### src/cache_defines.svh
`ifndef CACHE_DEFINES_SVH
`define CACHE_DEFINES_SVH

`define ADDR_W      12                    // host word address
`define PAGE_W      4                     // word index inside a page
`define LINE_WORDS  (1 << `PAGE_W)
`define TAG_W       (`ADDR_W - `PAGE_W)   // page number

`define SLOTS       4

`define LIFE_W      8
`define LIFE_INIT   32                    // life of a freshly claimed slot
`define LIFE_LIMIT  200                   // no growth from here on
`define LIFE_STEP   (2 * `SLOTS)

`define MEM_ADDR_W  (`ADDR_W + 1)         // 16-bit halfword address

`endif

### src/cache_types_pkg.sv
`include "cache_defines.svh"

package cache_types_pkg;

  typedef logic [31:0]              word_t;
  typedef logic [15:0]              half_t;
  typedef logic [`ADDR_W-1:0]       addr_t;
  typedef logic [`TAG_W-1:0]        tag_t;
  typedef logic [`PAGE_W-1:0]       idx_t;
  typedef logic [`LIFE_W-1:0]       life_t;
  typedef logic [3:0]               be_t;
  typedef logic [`MEM_ADDR_W-1:0]   mem_addr_t;

  // enabled bytes from new_w, the rest from old_w
  function automatic word_t merge_bytes(be_t sel, word_t new_w, word_t old_w);
    word_t w;
    for (int b = 0; b < 4; b++) begin
      w[8*b +: 8] = sel[b] ? new_w[8*b +: 8] : old_w[8*b +: 8];
    end
    return w;
  endfunction

endpackage

### src/cache_ctrl_pkg.sv
package cache_ctrl_pkg;

  typedef enum logic [2:0] {
    st_idle,
    st_hit,        // line_ram read latency
    st_read,       // word fetch, or bypass read
    st_wb_scan,
    st_wb_check,
    st_wb_exec,
    st_wb_done,
    st_write       // bypass write
  } ctrl_state_t;

  typedef logic [2:0] slot_t;   // 0 is no slot

  typedef enum logic [1:0] {
    cmd_none,
    cmd_read,
    cmd_write
  } mem_cmd_t;

endpackage

### src/tag_store.sv
`timescale 1ns/1ps
`include "cache_defines.svh"

module tag_store
  import cache_types_pkg::*;
  import cache_ctrl_pkg::*;
(
  input  logic  clk,
  input  logic  sys_rst_n,
  input  addr_t addr,
  input  slot_t slot,
  input  logic  set_tag,
  input  logic  clr_tag,
  input  logic  touch,
  output slot_t hit_slot,
  output slot_t free_slot,
  output logic  free_tag_valid,
  output tag_t  slot_tag
);
  localparam int SLOT_AW = $clog2(`SLOTS);

  tag_t               tag_q   [`SLOTS];
  logic               tag_inv [`SLOTS];
  life_t              life    [`SLOTS];
  tag_t               addr_tag;
  logic [SLOT_AW-1:0] free_sel;
  logic [SLOT_AW-1:0] cur_sel;

  assign addr_tag = addr[`ADDR_W-1:`PAGE_W];
  assign free_sel = SLOT_AW'(free_slot - 3'd1);
  assign cur_sel  = SLOT_AW'(slot - 3'd1);

  always_comb begin
    hit_slot  = '0;
    free_slot = '0;
    for (int i = `SLOTS - 1; i >= 0; i--) begin   // lowest slot wins
      if (!tag_inv[i] && tag_q[i] == addr_tag) begin
        hit_slot = slot_t'(i + 1);
      end
      if (life[i] == '0) begin
        free_slot = slot_t'(i + 1);
      end
    end
  end

  assign free_tag_valid = (free_slot != '0) && !tag_inv[free_sel];  // needs write-back scan
  assign slot_tag       = (slot != '0) ? tag_q[cur_sel] : '0;

  always_ff @(posedge clk or negedge sys_rst_n) begin
    if (!sys_rst_n) begin
      for (int i = 0; i < `SLOTS; i++) begin
        tag_inv[i] <= 1'b1;
        life[i]    <= '0;
      end
    end else begin
      for (int i = 0; i < `SLOTS; i++) begin
        if (set_tag && slot == slot_t'(i + 1)) begin
          tag_inv[i] <= 1'b0;
          life[i]    <= life_t'(`LIFE_INIT);
        end else if (clr_tag && slot == slot_t'(i + 1)) begin
          tag_inv[i] <= 1'b1;                  // tag value kept for write-back
          life[i]    <= '0;
        end else if (touch) begin
          if (slot == slot_t'(i + 1)) begin
            if (life[i] < life_t'(`LIFE_LIMIT)) begin
              life[i] <= life[i] + life_t'(`LIFE_STEP);
            end
          end else if (life[i] != '0) begin
            life[i] <= life[i] - 1'b1;         // others age
          end
        end
      end
    end
  end

  always_ff @(posedge clk) begin
    for (int i = 0; i < `SLOTS; i++) begin
      if (set_tag && slot == slot_t'(i + 1)) begin
        tag_q[i] <= addr_tag;
      end
    end
  end

  a_tag_excl: assert property (@(posedge clk) disable iff (!sys_rst_n)
    !(set_tag && clr_tag));

endmodule

### src/line_ram.sv
`timescale 1ns/1ps
`include "cache_defines.svh"

module line_ram
  import cache_types_pkg::*;
  import cache_ctrl_pkg::*;
(
  input  logic        clk,
  input  slot_t       slot,
  input  idx_t        ram_idx,
  input  logic        ram_we,
  input  logic        ram_merge,
  input  word_t       ram_wdata,
  input  be_t         ram_be,
  input  logic [1:0]  ram_flags,
  output logic [33:0] ram_q
);
  localparam int SLOT_AW = $clog2(`SLOTS);

  logic [33:0]        mem   [`SLOTS][`LINE_WORDS];   // {valid, dirty, word}
  logic [33:0]        q_all [`SLOTS];
  logic [SLOT_AW-1:0] sel;
  word_t              wr_word;

  // blocks power up empty, as an FPGA RAM init would leave them
  initial begin
    for (int s = 0; s < `SLOTS; s++) begin
      for (int w = 0; w < `LINE_WORDS; w++) begin
        mem[s][w] = '0;
      end
    end
  end

  assign sel     = SLOT_AW'(slot - 3'd1);
  assign ram_q   = (slot == '0) ? '0 : q_all[sel];
  assign wr_word = ram_merge ? merge_bytes(ram_be, ram_wdata, ram_q[31:0]) : ram_wdata;

  always @(posedge clk) begin
    for (int s = 0; s < `SLOTS; s++) begin
      if (ram_we && slot == slot_t'(s + 1)) begin
        mem[s][ram_idx] <= {ram_flags, wr_word};
      end
      q_all[s] <= mem[s][ram_idx];   // all slots read, slot selects after
    end
  end

  a_we_slot: assert property (@(posedge clk) ram_we |-> slot != '0);

endmodule

### src/mem_port.sv
`timescale 1ns/1ps

module mem_port
  import cache_types_pkg::*;
  import cache_ctrl_pkg::*;
(
  input  logic      clk,
  input  logic      sys_rst_n,
  input  logic      word_req,
  input  logic      word_we,
  input  addr_t     word_addr,
  input  word_t     word_data,
  input  be_t       word_be,
  output logic      word_done,
  output word_t     rd_word,
  output logic      mem_req,
  output logic      mem_we,
  output mem_addr_t mem_addr,
  output half_t     mem_wdata,
  output logic [1:0] mem_mask,
  input  half_t     mem_rdata,
  input  logic      mem_ack
);
  typedef enum logic [1:0] {
    step_idle,
    step_lo,
    step_hi
  } step_t;

  step_t    step;
  mem_cmd_t cmd;

  assign mem_req   = (cmd != cmd_none);
  assign mem_we    = (cmd == cmd_write);
  assign mem_addr  = {word_addr, 1'b0};     // low halfword, memory steps to the high one
  assign mem_wdata = (step == step_hi) ? word_data[31:16] : word_data[15:0];
  assign mem_mask  = (step == step_hi) ? ~word_be[3:2] : ~word_be[1:0];   // 1 = keep lane

  always_ff @(posedge clk or negedge sys_rst_n) begin
    if (!sys_rst_n) begin
      step      <= step_idle;
      cmd       <= cmd_none;
      word_done <= 1'b0;
    end else begin
      case (step)
        step_idle: begin
          if (word_req && !word_done) begin
            cmd  <= word_we ? cmd_write : cmd_read;
            step <= step_lo;
          end
        end
        step_lo: begin
          if (mem_ack) begin
            step <= step_hi;
          end
        end
        step_hi: begin
          if (mem_ack) begin
            cmd       <= cmd_none;
            word_done <= 1'b1;
            step      <= step_idle;
          end
        end
        default: step <= step_idle;
      endcase
      if (!word_req) begin
        word_done <= 1'b0;                    // level ack follows the request down
      end
    end
  end

  always_ff @(posedge clk) begin
    if (mem_ack && step == step_lo) begin
      rd_word[15:0] <= mem_rdata;
    end
    if (mem_ack && step == step_hi) begin
      rd_word[31:16] <= mem_rdata;
    end
  end

  a_ack_req: assert property (@(posedge clk) disable iff (!sys_rst_n)
    mem_ack |-> mem_req);

endmodule

### src/cache_ctrl.sv
`timescale 1ns/1ps
`include "cache_defines.svh"

module cache_ctrl
  import cache_types_pkg::*;
  import cache_ctrl_pkg::*;
(
  input  logic        clk,
  input  logic        sys_rst_n,
  input  logic        read,
  input  logic        write,
  input  addr_t       addr,
  input  word_t       wdata,
  input  be_t         be,
  output word_t       rdata,
  output logic        waitrequest,
  output logic        word_req,
  output logic        word_we,
  output addr_t       word_addr,
  output word_t       word_data,
  output be_t         word_be,
  input  logic        word_done,
  input  word_t       rd_word,
  output slot_t       slot,
  output logic        set_tag,
  output logic        clr_tag,
  output logic        touch,
  input  slot_t       hit_slot,
  input  slot_t       free_slot,
  input  logic        free_tag_valid,
  input  tag_t        slot_tag,
  output logic        ram_we,
  output idx_t        ram_idx,
  output word_t       ram_wdata,
  output be_t         ram_be,
  output logic [1:0]  ram_flags,
  output logic        ram_merge,
  input  logic [33:0] ram_q
);
  localparam int FLAG_V = 33;
  localparam int FLAG_D = 32;

  ctrl_state_t state;
  logic [4:0]  wb_cnt;
  logic        read_ack;
  logic        write_ack;
  logic        full_word;
  logic        fin;

  assign waitrequest = (read && !read_ack) || (write && !write_ack);
  assign full_word   = (be == 4'hf);
  assign ram_idx     = (state inside {st_wb_scan, st_wb_check, st_wb_exec}) ?
                       wb_cnt[`PAGE_W-1:0] : addr[`PAGE_W-1:0];

  // accesses that complete this cycle
  always_comb begin
    case (state)
      st_idle:           fin = (hit_slot != '0) && write && full_word;
      st_hit:            fin = ram_q[FLAG_V] || (write && full_word);
      st_read, st_write: fin = word_done;
      default:           fin = 1'b0;
    endcase
    fin = fin && waitrequest;
  end

  always_ff @(posedge clk or negedge sys_rst_n) begin
    if (!sys_rst_n) begin
      state     <= st_idle;
      slot      <= '0;
      wb_cnt    <= '0;
      read_ack  <= 1'b0;
      write_ack <= 1'b0;
      rdata     <= '0;
      word_req  <= 1'b0;
      word_we   <= 1'b0;
      word_addr <= '0;
      word_data <= '0;
      word_be   <= '0;
      set_tag   <= 1'b0;
      clr_tag   <= 1'b0;
      touch     <= 1'b0;
      ram_we    <= 1'b0;
      ram_wdata <= '0;
      ram_be    <= '0;
      ram_flags <= '0;
      ram_merge <= 1'b0;
    end else begin
      ram_we  <= 1'b0;
      touch   <= 1'b0;
      set_tag <= 1'b0;
      clr_tag <= 1'b0;
      if (!read) read_ack <= 1'b0;
      if (!write) write_ack <= 1'b0;

      if (waitrequest) begin
        case (state)
          st_idle: begin
            if (hit_slot != '0) begin
              slot <= hit_slot;
              if (write && full_word) begin   // no need to look at the old word
                ram_we    <= 1'b1;
                ram_merge <= 1'b0;
                ram_wdata <= wdata;
                ram_flags <= 2'b11;
              end else begin
                state <= st_hit;
              end
            end else if (free_slot != '0) begin
              slot <= free_slot;
              if (free_tag_valid) begin       // old page still owns it
                wb_cnt  <= '0;
                clr_tag <= 1'b1;
                state   <= st_wb_scan;
              end else begin
                set_tag <= 1'b1;
                state   <= st_hit;
              end
            end else begin                    // all slots busy, go around
              slot      <= '0;
              word_req  <= 1'b1;
              word_we   <= write;
              word_addr <= addr;
              word_data <= wdata;
              word_be   <= write ? be : 4'hf;
              state     <= write ? st_write : st_read;
            end
          end
          st_hit: begin
            if (ram_q[FLAG_V]) begin
              if (write) begin
                ram_we    <= 1'b1;
                ram_merge <= 1'b1;
                ram_wdata <= wdata;
                ram_be    <= be;
                ram_flags <= 2'b11;
              end else begin
                rdata <= ram_q[31:0];
              end
            end else if (write && full_word) begin
              ram_we    <= 1'b1;
              ram_merge <= 1'b0;
              ram_wdata <= wdata;
              ram_flags <= 2'b11;
            end else begin                    // word missing, fetch it
              word_req  <= 1'b1;
              word_we   <= 1'b0;
              word_addr <= addr;
              word_be   <= 4'hf;
              state     <= st_read;
            end
          end
          st_read: begin
            if (word_done) begin
              word_req <= 1'b0;
              if (read) rdata <= rd_word;
              if (slot != '0) begin
                ram_we    <= 1'b1;
                ram_merge <= 1'b0;
                ram_wdata <= write ? merge_bytes(be, wdata, rd_word) : rd_word;
                ram_flags <= {1'b1, write};   // a write leaves it dirty
              end
            end
          end
          st_write: begin
            if (word_done) word_req <= 1'b0;
          end
          st_wb_scan: begin
            if (wb_cnt == 5'(`LINE_WORDS)) begin
              state <= st_wb_done;
            end else begin
              ram_we    <= 1'b1;              // clear entry, lands after the check
              ram_merge <= 1'b0;
              ram_wdata <= '0;
              ram_flags <= 2'b00;
              state     <= st_wb_check;
            end
          end
          st_wb_check: begin
            if (ram_q[FLAG_D]) begin
              word_req  <= 1'b1;
              word_we   <= 1'b1;
              word_addr <= {slot_tag, wb_cnt[`PAGE_W-1:0]};
              word_data <= ram_q[31:0];
              word_be   <= 4'hf;
              state     <= st_wb_exec;
            end else begin
              wb_cnt <= wb_cnt + 1'b1;
              state  <= st_wb_scan;
            end
          end
          st_wb_exec: begin
            if (word_done) begin
              word_req <= 1'b0;
              wb_cnt   <= wb_cnt + 1'b1;
              state    <= st_wb_scan;
            end
          end
          st_wb_done: begin
            set_tag <= 1'b1;                  // slot now belongs to addr's page
            state   <= st_hit;
          end
          default: state <= st_idle;
        endcase
      end

      if (fin) begin
        state     <= st_idle;
        touch     <= (state == st_idle) || (slot != '0);   // bypass leaves lives alone
        read_ack  <= read;
        write_ack <= write;
      end
    end
  end

  a_wait_idle: assert property (@(posedge clk) disable iff (!sys_rst_n)
    $fell(waitrequest) |-> state == st_idle);

endmodule

### src/cache_top.sv
`timescale 1ns/1ps

module cache_top
  import cache_types_pkg::*;
  import cache_ctrl_pkg::*;
(
  input  logic       clk,
  input  logic       sys_rst_n,
  input  logic       read,
  input  logic       write,
  input  addr_t      addr,
  input  word_t      wdata,
  input  be_t        be,
  output word_t      rdata,
  output logic       waitrequest,
  output logic       mem_req,
  output logic       mem_we,
  output mem_addr_t  mem_addr,
  output half_t      mem_wdata,
  output logic [1:0] mem_mask,
  input  half_t      mem_rdata,
  input  logic       mem_ack
);
  logic        word_req;         // word path to mem_port
  logic        word_we;
  addr_t       word_addr;
  word_t       word_data;
  be_t         word_be;
  logic        word_done;
  word_t       rd_word;

  slot_t       slot;             // tag store
  logic        set_tag;
  logic        clr_tag;
  logic        touch;
  slot_t       hit_slot;
  slot_t       free_slot;
  logic        free_tag_valid;
  tag_t        slot_tag;

  logic        ram_we;           // line storage
  idx_t        ram_idx;
  word_t       ram_wdata;
  be_t         ram_be;
  logic [1:0]  ram_flags;
  logic        ram_merge;
  logic [33:0] ram_q;

  cache_ctrl u_ctrl (.*);
  tag_store  u_tags (.*);
  line_ram   u_ram  (.*);
  mem_port   u_mem  (.*);

endmodule

### config.mk
export PLATFORM = sky130hd
export DESIGN_NAME = cache_top
export DESIGN_NICKNAME = d
export VERILOG_FILES = /design/src/cache_types_pkg.sv /design/src/cache_ctrl_pkg.sv /design/src/tag_store.sv /design/src/line_ram.sv /design/src/mem_port.sv /design/src/cache_ctrl.sv /design/src/cache_top.sv
export VERILOG_INCLUDE_DIRS = /design/src
export SDC_FILE = /design/constraint.sdc
export NUM_CORES = 2
export LEC_CHECK = 0
export BUFFER_PORTS_ARGS = -buffer_cell sky130_fd_sc_hd__buf_4
export CAP_MARGIN = 20
export CORE_MARGIN = 10
export CORE_UTILIZATION = 51
export CTS_BUF_LIST = sky130_fd_sc_hd__clkbuf_4 sky130_fd_sc_hd__clkbuf_8 sky130_fd_sc_hd__clkbuf_16
export CTS_CLUSTER_SIZE = 40
export DETAILED_ROUTE_END_ITERATION = 8
export PLACE_DENSITY = 0.71
export SLEW_MARGIN = 20
export SYNTH_ARGS = -nofsm -noshare
export SYNTH_HDL_FRONTEND = slang
export SYNTH_SLANG_ARGS = --single-unit
### constraint.sdc
create_clock -name clk -period 5.7 [get_ports clk]
set_clock_uncertainty 0.1 [all_clocks]
set_input_delay 1.14 -clock clk [delete_from_list [all_inputs] [get_ports clk]]
set_output_delay 1.14 -clock clk [all_outputs]
set_load 0.005 [all_outputs]
==> flow_summary_export.csv <==
group,metric,value,unit
yosys,yosys_most_used_dff,"edfxtp_1",
clock_tree,cts_buffer_depth,3,
timing,fin_hold_ws,257,ps
critical_path,cp_num_buf_inv,3,
timing,finalSetupViolCount,0,
yosys,synth_adder_area_share,0.00258,
timing,maxSlewViolCount,0,
critical_path,worst_setup_path_end_kind,"flip-flop",
yosys,synth_xor_area_frac,0.00447,
floorplanning,ios,135,
yosys,synth_area_leader_cell,"edfxtp_1",
critical_path,reg2reg_to,"u_ram.mem[1][341]",
floorplanning,dieHeight,467,µm
hold_path,min_path_type,"input port to async pin",
critical_path,cp_max_fo,184,
grt,grt_pass1_vias,62800,
routing,vias,65500,
finish,fillers,15100,
critical_path,path_delay_family,"simple AND/OR/NAND/NOR gates",
yosys,synthSimpleGateAreaFrac,0.124,
grt,grtUsageTotal,0.238,
yosys,synth_seq_area_share,0.730,
clock_tree,clkLatencyLatePin,880,ps
yosys,ys_top_cells_by_count,"2240 x edfxtp_1, 1785 x nand2_1, 575 x nand3_1",
power_and_ir_drop,leakage,39.9,nW
critical_path,r2r_setup_slack,1080,ps
yosys,yosys-mux-area-fraction,0.0245,
finish,final_cell_count_no_fill,10400,
yosys,syn_area_per_cell,13.5,µm²
yosys,synth_nets,7629,
floorplanning,rows,164,
clock_tree,clkSlewWorstSetupHoldPaths,60,ps
clock_tree,cts_resized,0,
timing,tightest_slew,1140,ps
routing,wl_per_cell,25.8,µm
timing,slew_headroom,0.238,
clock_tree,cts_setup_buffers,0,
status,status,"finished, violations left",
timing,period_needed,4620,ps
routing,dr.pass1.iters,6,
timing,hold_viol,0,
clock_tree,clock_sinks,2555,
critical_path,arrival,5000,ps
critical_path,required,6080,ps
yosys,netlist_area,102000,µm²
timing,setup_tns,0,ps
yosys,synth_top_family_by_area,"simple AND/OR/NAND/NOR gates",
clock_tree,hold_buffers,0,
flow_run,maxCapViolCount,0,
yosys,yosysUniqueCellTypes,77,
critical_path,path_common_cell,"buf_12",
place,dp_hpwl,150000,µm
finish,drive_above_1_share,0.125,
critical_path,critPathMaxStageDelay,850,ps
status,violations,"antenna violations",
floorplanning,core,199000,µm²
clock_tree,cts_root_buffer,"clkbuf_16",
yosys,async_reset_ff_frac,0.0701,
yosys,synth_compound_gate_area_share,0.0882,
yosys,syn_inst,7539,
finish,nets,7619,
yosys,ys_seq_elements,2555,
yosys,synth.top_cell.area_share,0.660,
power_and_ir_drop,ir_worst_vdd,0.000436,V
grt,antenna_found_initial,22,
floorplanning,start_util,0.512,
yosys,synth.most_common_cell,"edfxtp_1",
routing,drcViolationCount,0,
place,dp_cells,9942,
critical_path,critical_path_class,"flip-flop to flip-flop",
place,port_buffers,133,
floorplanning,dieWidth,467,µm
finish,area_growth,12.4,%
clock_tree,cts_tree,"built",
yosys,synth_edf_count,2240,
critical_path,worst_path_max_delay_cell,"dfrtp_1",
routing,first_iter_violations,8846,
power_and_ir_drop,powerDensity,562,nW/µm²
routing,detail-route-antenna-nets,1,
grt,grt_pass1_wl,400000,µm
yosys,ys_warn_count,0,
critical_path,regToRegStartpoint,"u_ctrl.state[2]",
routing,drt_wl_total,268000,µm
clock_tree,cts_made_buffers,241,
routing,viasPerCell,6.29,
grt,grt_max_degree,185,
timing,fin_crit_sh,0.810,
grt,overflow,0,
timing,rsz0062_at_grt,"false",
timing,max_freq,216,MHz
clock_tree,htree_levels,4,
critical_path,cp_cell_sequence,"nand2_1 > and2_1 > mux2i_4 > buf_12 > buf_12 > or3_1 > nor2_4 > buf_4",
floorplanning,die_area,218000,µm²
yosys,synthTopCellsByArea,"edfxtp_1 66%, nand2_1 6.6%, dfrtp_1 4.3%",
place,gp_congestion,0.856,
critical_path,reg2reg_depth,8,
critical_path,start_kind,"flip-flop",
worst register-to-register path, cell delays in order (launching register included):
cell     delay, ps
dfrtp_1        850
nand2_1        320
and2_1         460
mux2i_4        320
buf_12         250
buf_12         280
or3_1          940
nor2_4         130
buf_4          550
power breakdown:
group	switching, W	leakage [nW]	total (W)	internal, W
sequential	0.00137	23.9	0.0260	0.0247
clock	0.00690	4.12	0.0163	0.00935
combinational	0.0158	11.8	0.0221	0.00635
total	0.0240	39.9	0.0644	0.0404
flip-flops by register name, summed over array words and instances, names as in the netlist, 2 cells and up:
register          count
u_ctrl.word_be        4
u_ctrl.ram_flags      2
u_ctrl.ram_wdata     32
u_mem.cmd             2
u_ctrl.rdata         32
u_ctrl.ram_be         4
u_tags.tag_q         32
u_ctrl.state          3
u_ctrl.wb_cnt         5
u_mem.step            2
u_mem.rd_word        32
u_ctrl.word_addr     12
u_ram.q_all         136
u_tags.life          32
u_tags.tag_inv        4
u_ctrl.slot           3
u_ram.mem          2176
u_ctrl.word_data     32
worst max path at each step:
stage / start / endpoint / slack [ps] / depth (start not counted)
after floorplan: addr[1] / u_ram.mem[1][0] / 610 / 7
after global placement: u_ctrl.state[2] / u_ram.mem[1][275] / 1320 / 7
after detailed placement: u_ctrl.state[2] / u_ram.mem[0][222] / 1230 / 8
after CTS: u_ctrl.state[2] / u_ram.mem[0][222] / 1200 / 8
after global routing: u_ctrl.state[2] / u_ram.mem[1][343] / 950 / 8
final: u_ctrl.state[2] / u_ram.mem[1][341] / 1080 / 8
metrics by stage:
stage               power, W  area (µm²)  worst slack, ps  utilization
finish                0.0644      115000             1080        0.575
global route          0.0671      115000              950        0.575
CTS                   0.0641      115000             1200        0.575
detailed placement    0.0480      106000             1230        0.534
global placement      0.0475      106000             1320        0.534
floorplan             0.0395      102000              610            -
per-layer routing:
layer	up-vias	share of wire	track usage
met5	-	0.00025	0
met4	10	0.028	0.0703
met3	548	0.11	0.0467
met2	3780	0.46	0.370
met1	32700	0.40	0.341
li1	28500	-	-
placed cells by master, fill, tap and decap left out, drive strengths merged, types with 68 or more instances in the layout:
cell,count
dfxtp,136
dfrtp,175
a311oi,411
mux2,68
nor2,111
a211oi,277
and3,275
nand3,575
a21oi,153
clkinv,85
clkbuf,349
edfxtp,2240
o21ai,106
nand2,1787
mux2i,73
a31oi,145
buf,324
layout make-up:
| cell class | instances | area [µm²] | share of cell area |
|---|---|---|---|
| flip-flops and latches | 2555 | 74500 | 0.650 |
| multi-input cells | 4369 | 25500 | 0.223 |
| clock buffers | 348 | 7110 | 0.0620 |
| well taps | 2656 | 3320 | 0.0290 |
| repair buffers | 325 | 2920 | 0.0255 |
| clock inverters | 112 | 1080 | 0.00941 |
| inverters | 37 | 139 | 0.00121 |
| diodes | 7 | 17.5 | 0.000153 |
cells by family after synthesis:
group	Yosys count
buf+inv	615
other cells	1
simple gates	2892
flops	2555
compound gates	1219
fa+ha+maj	21
mux	184
xor+xnor	52
(Power assumes the default switching activity.)
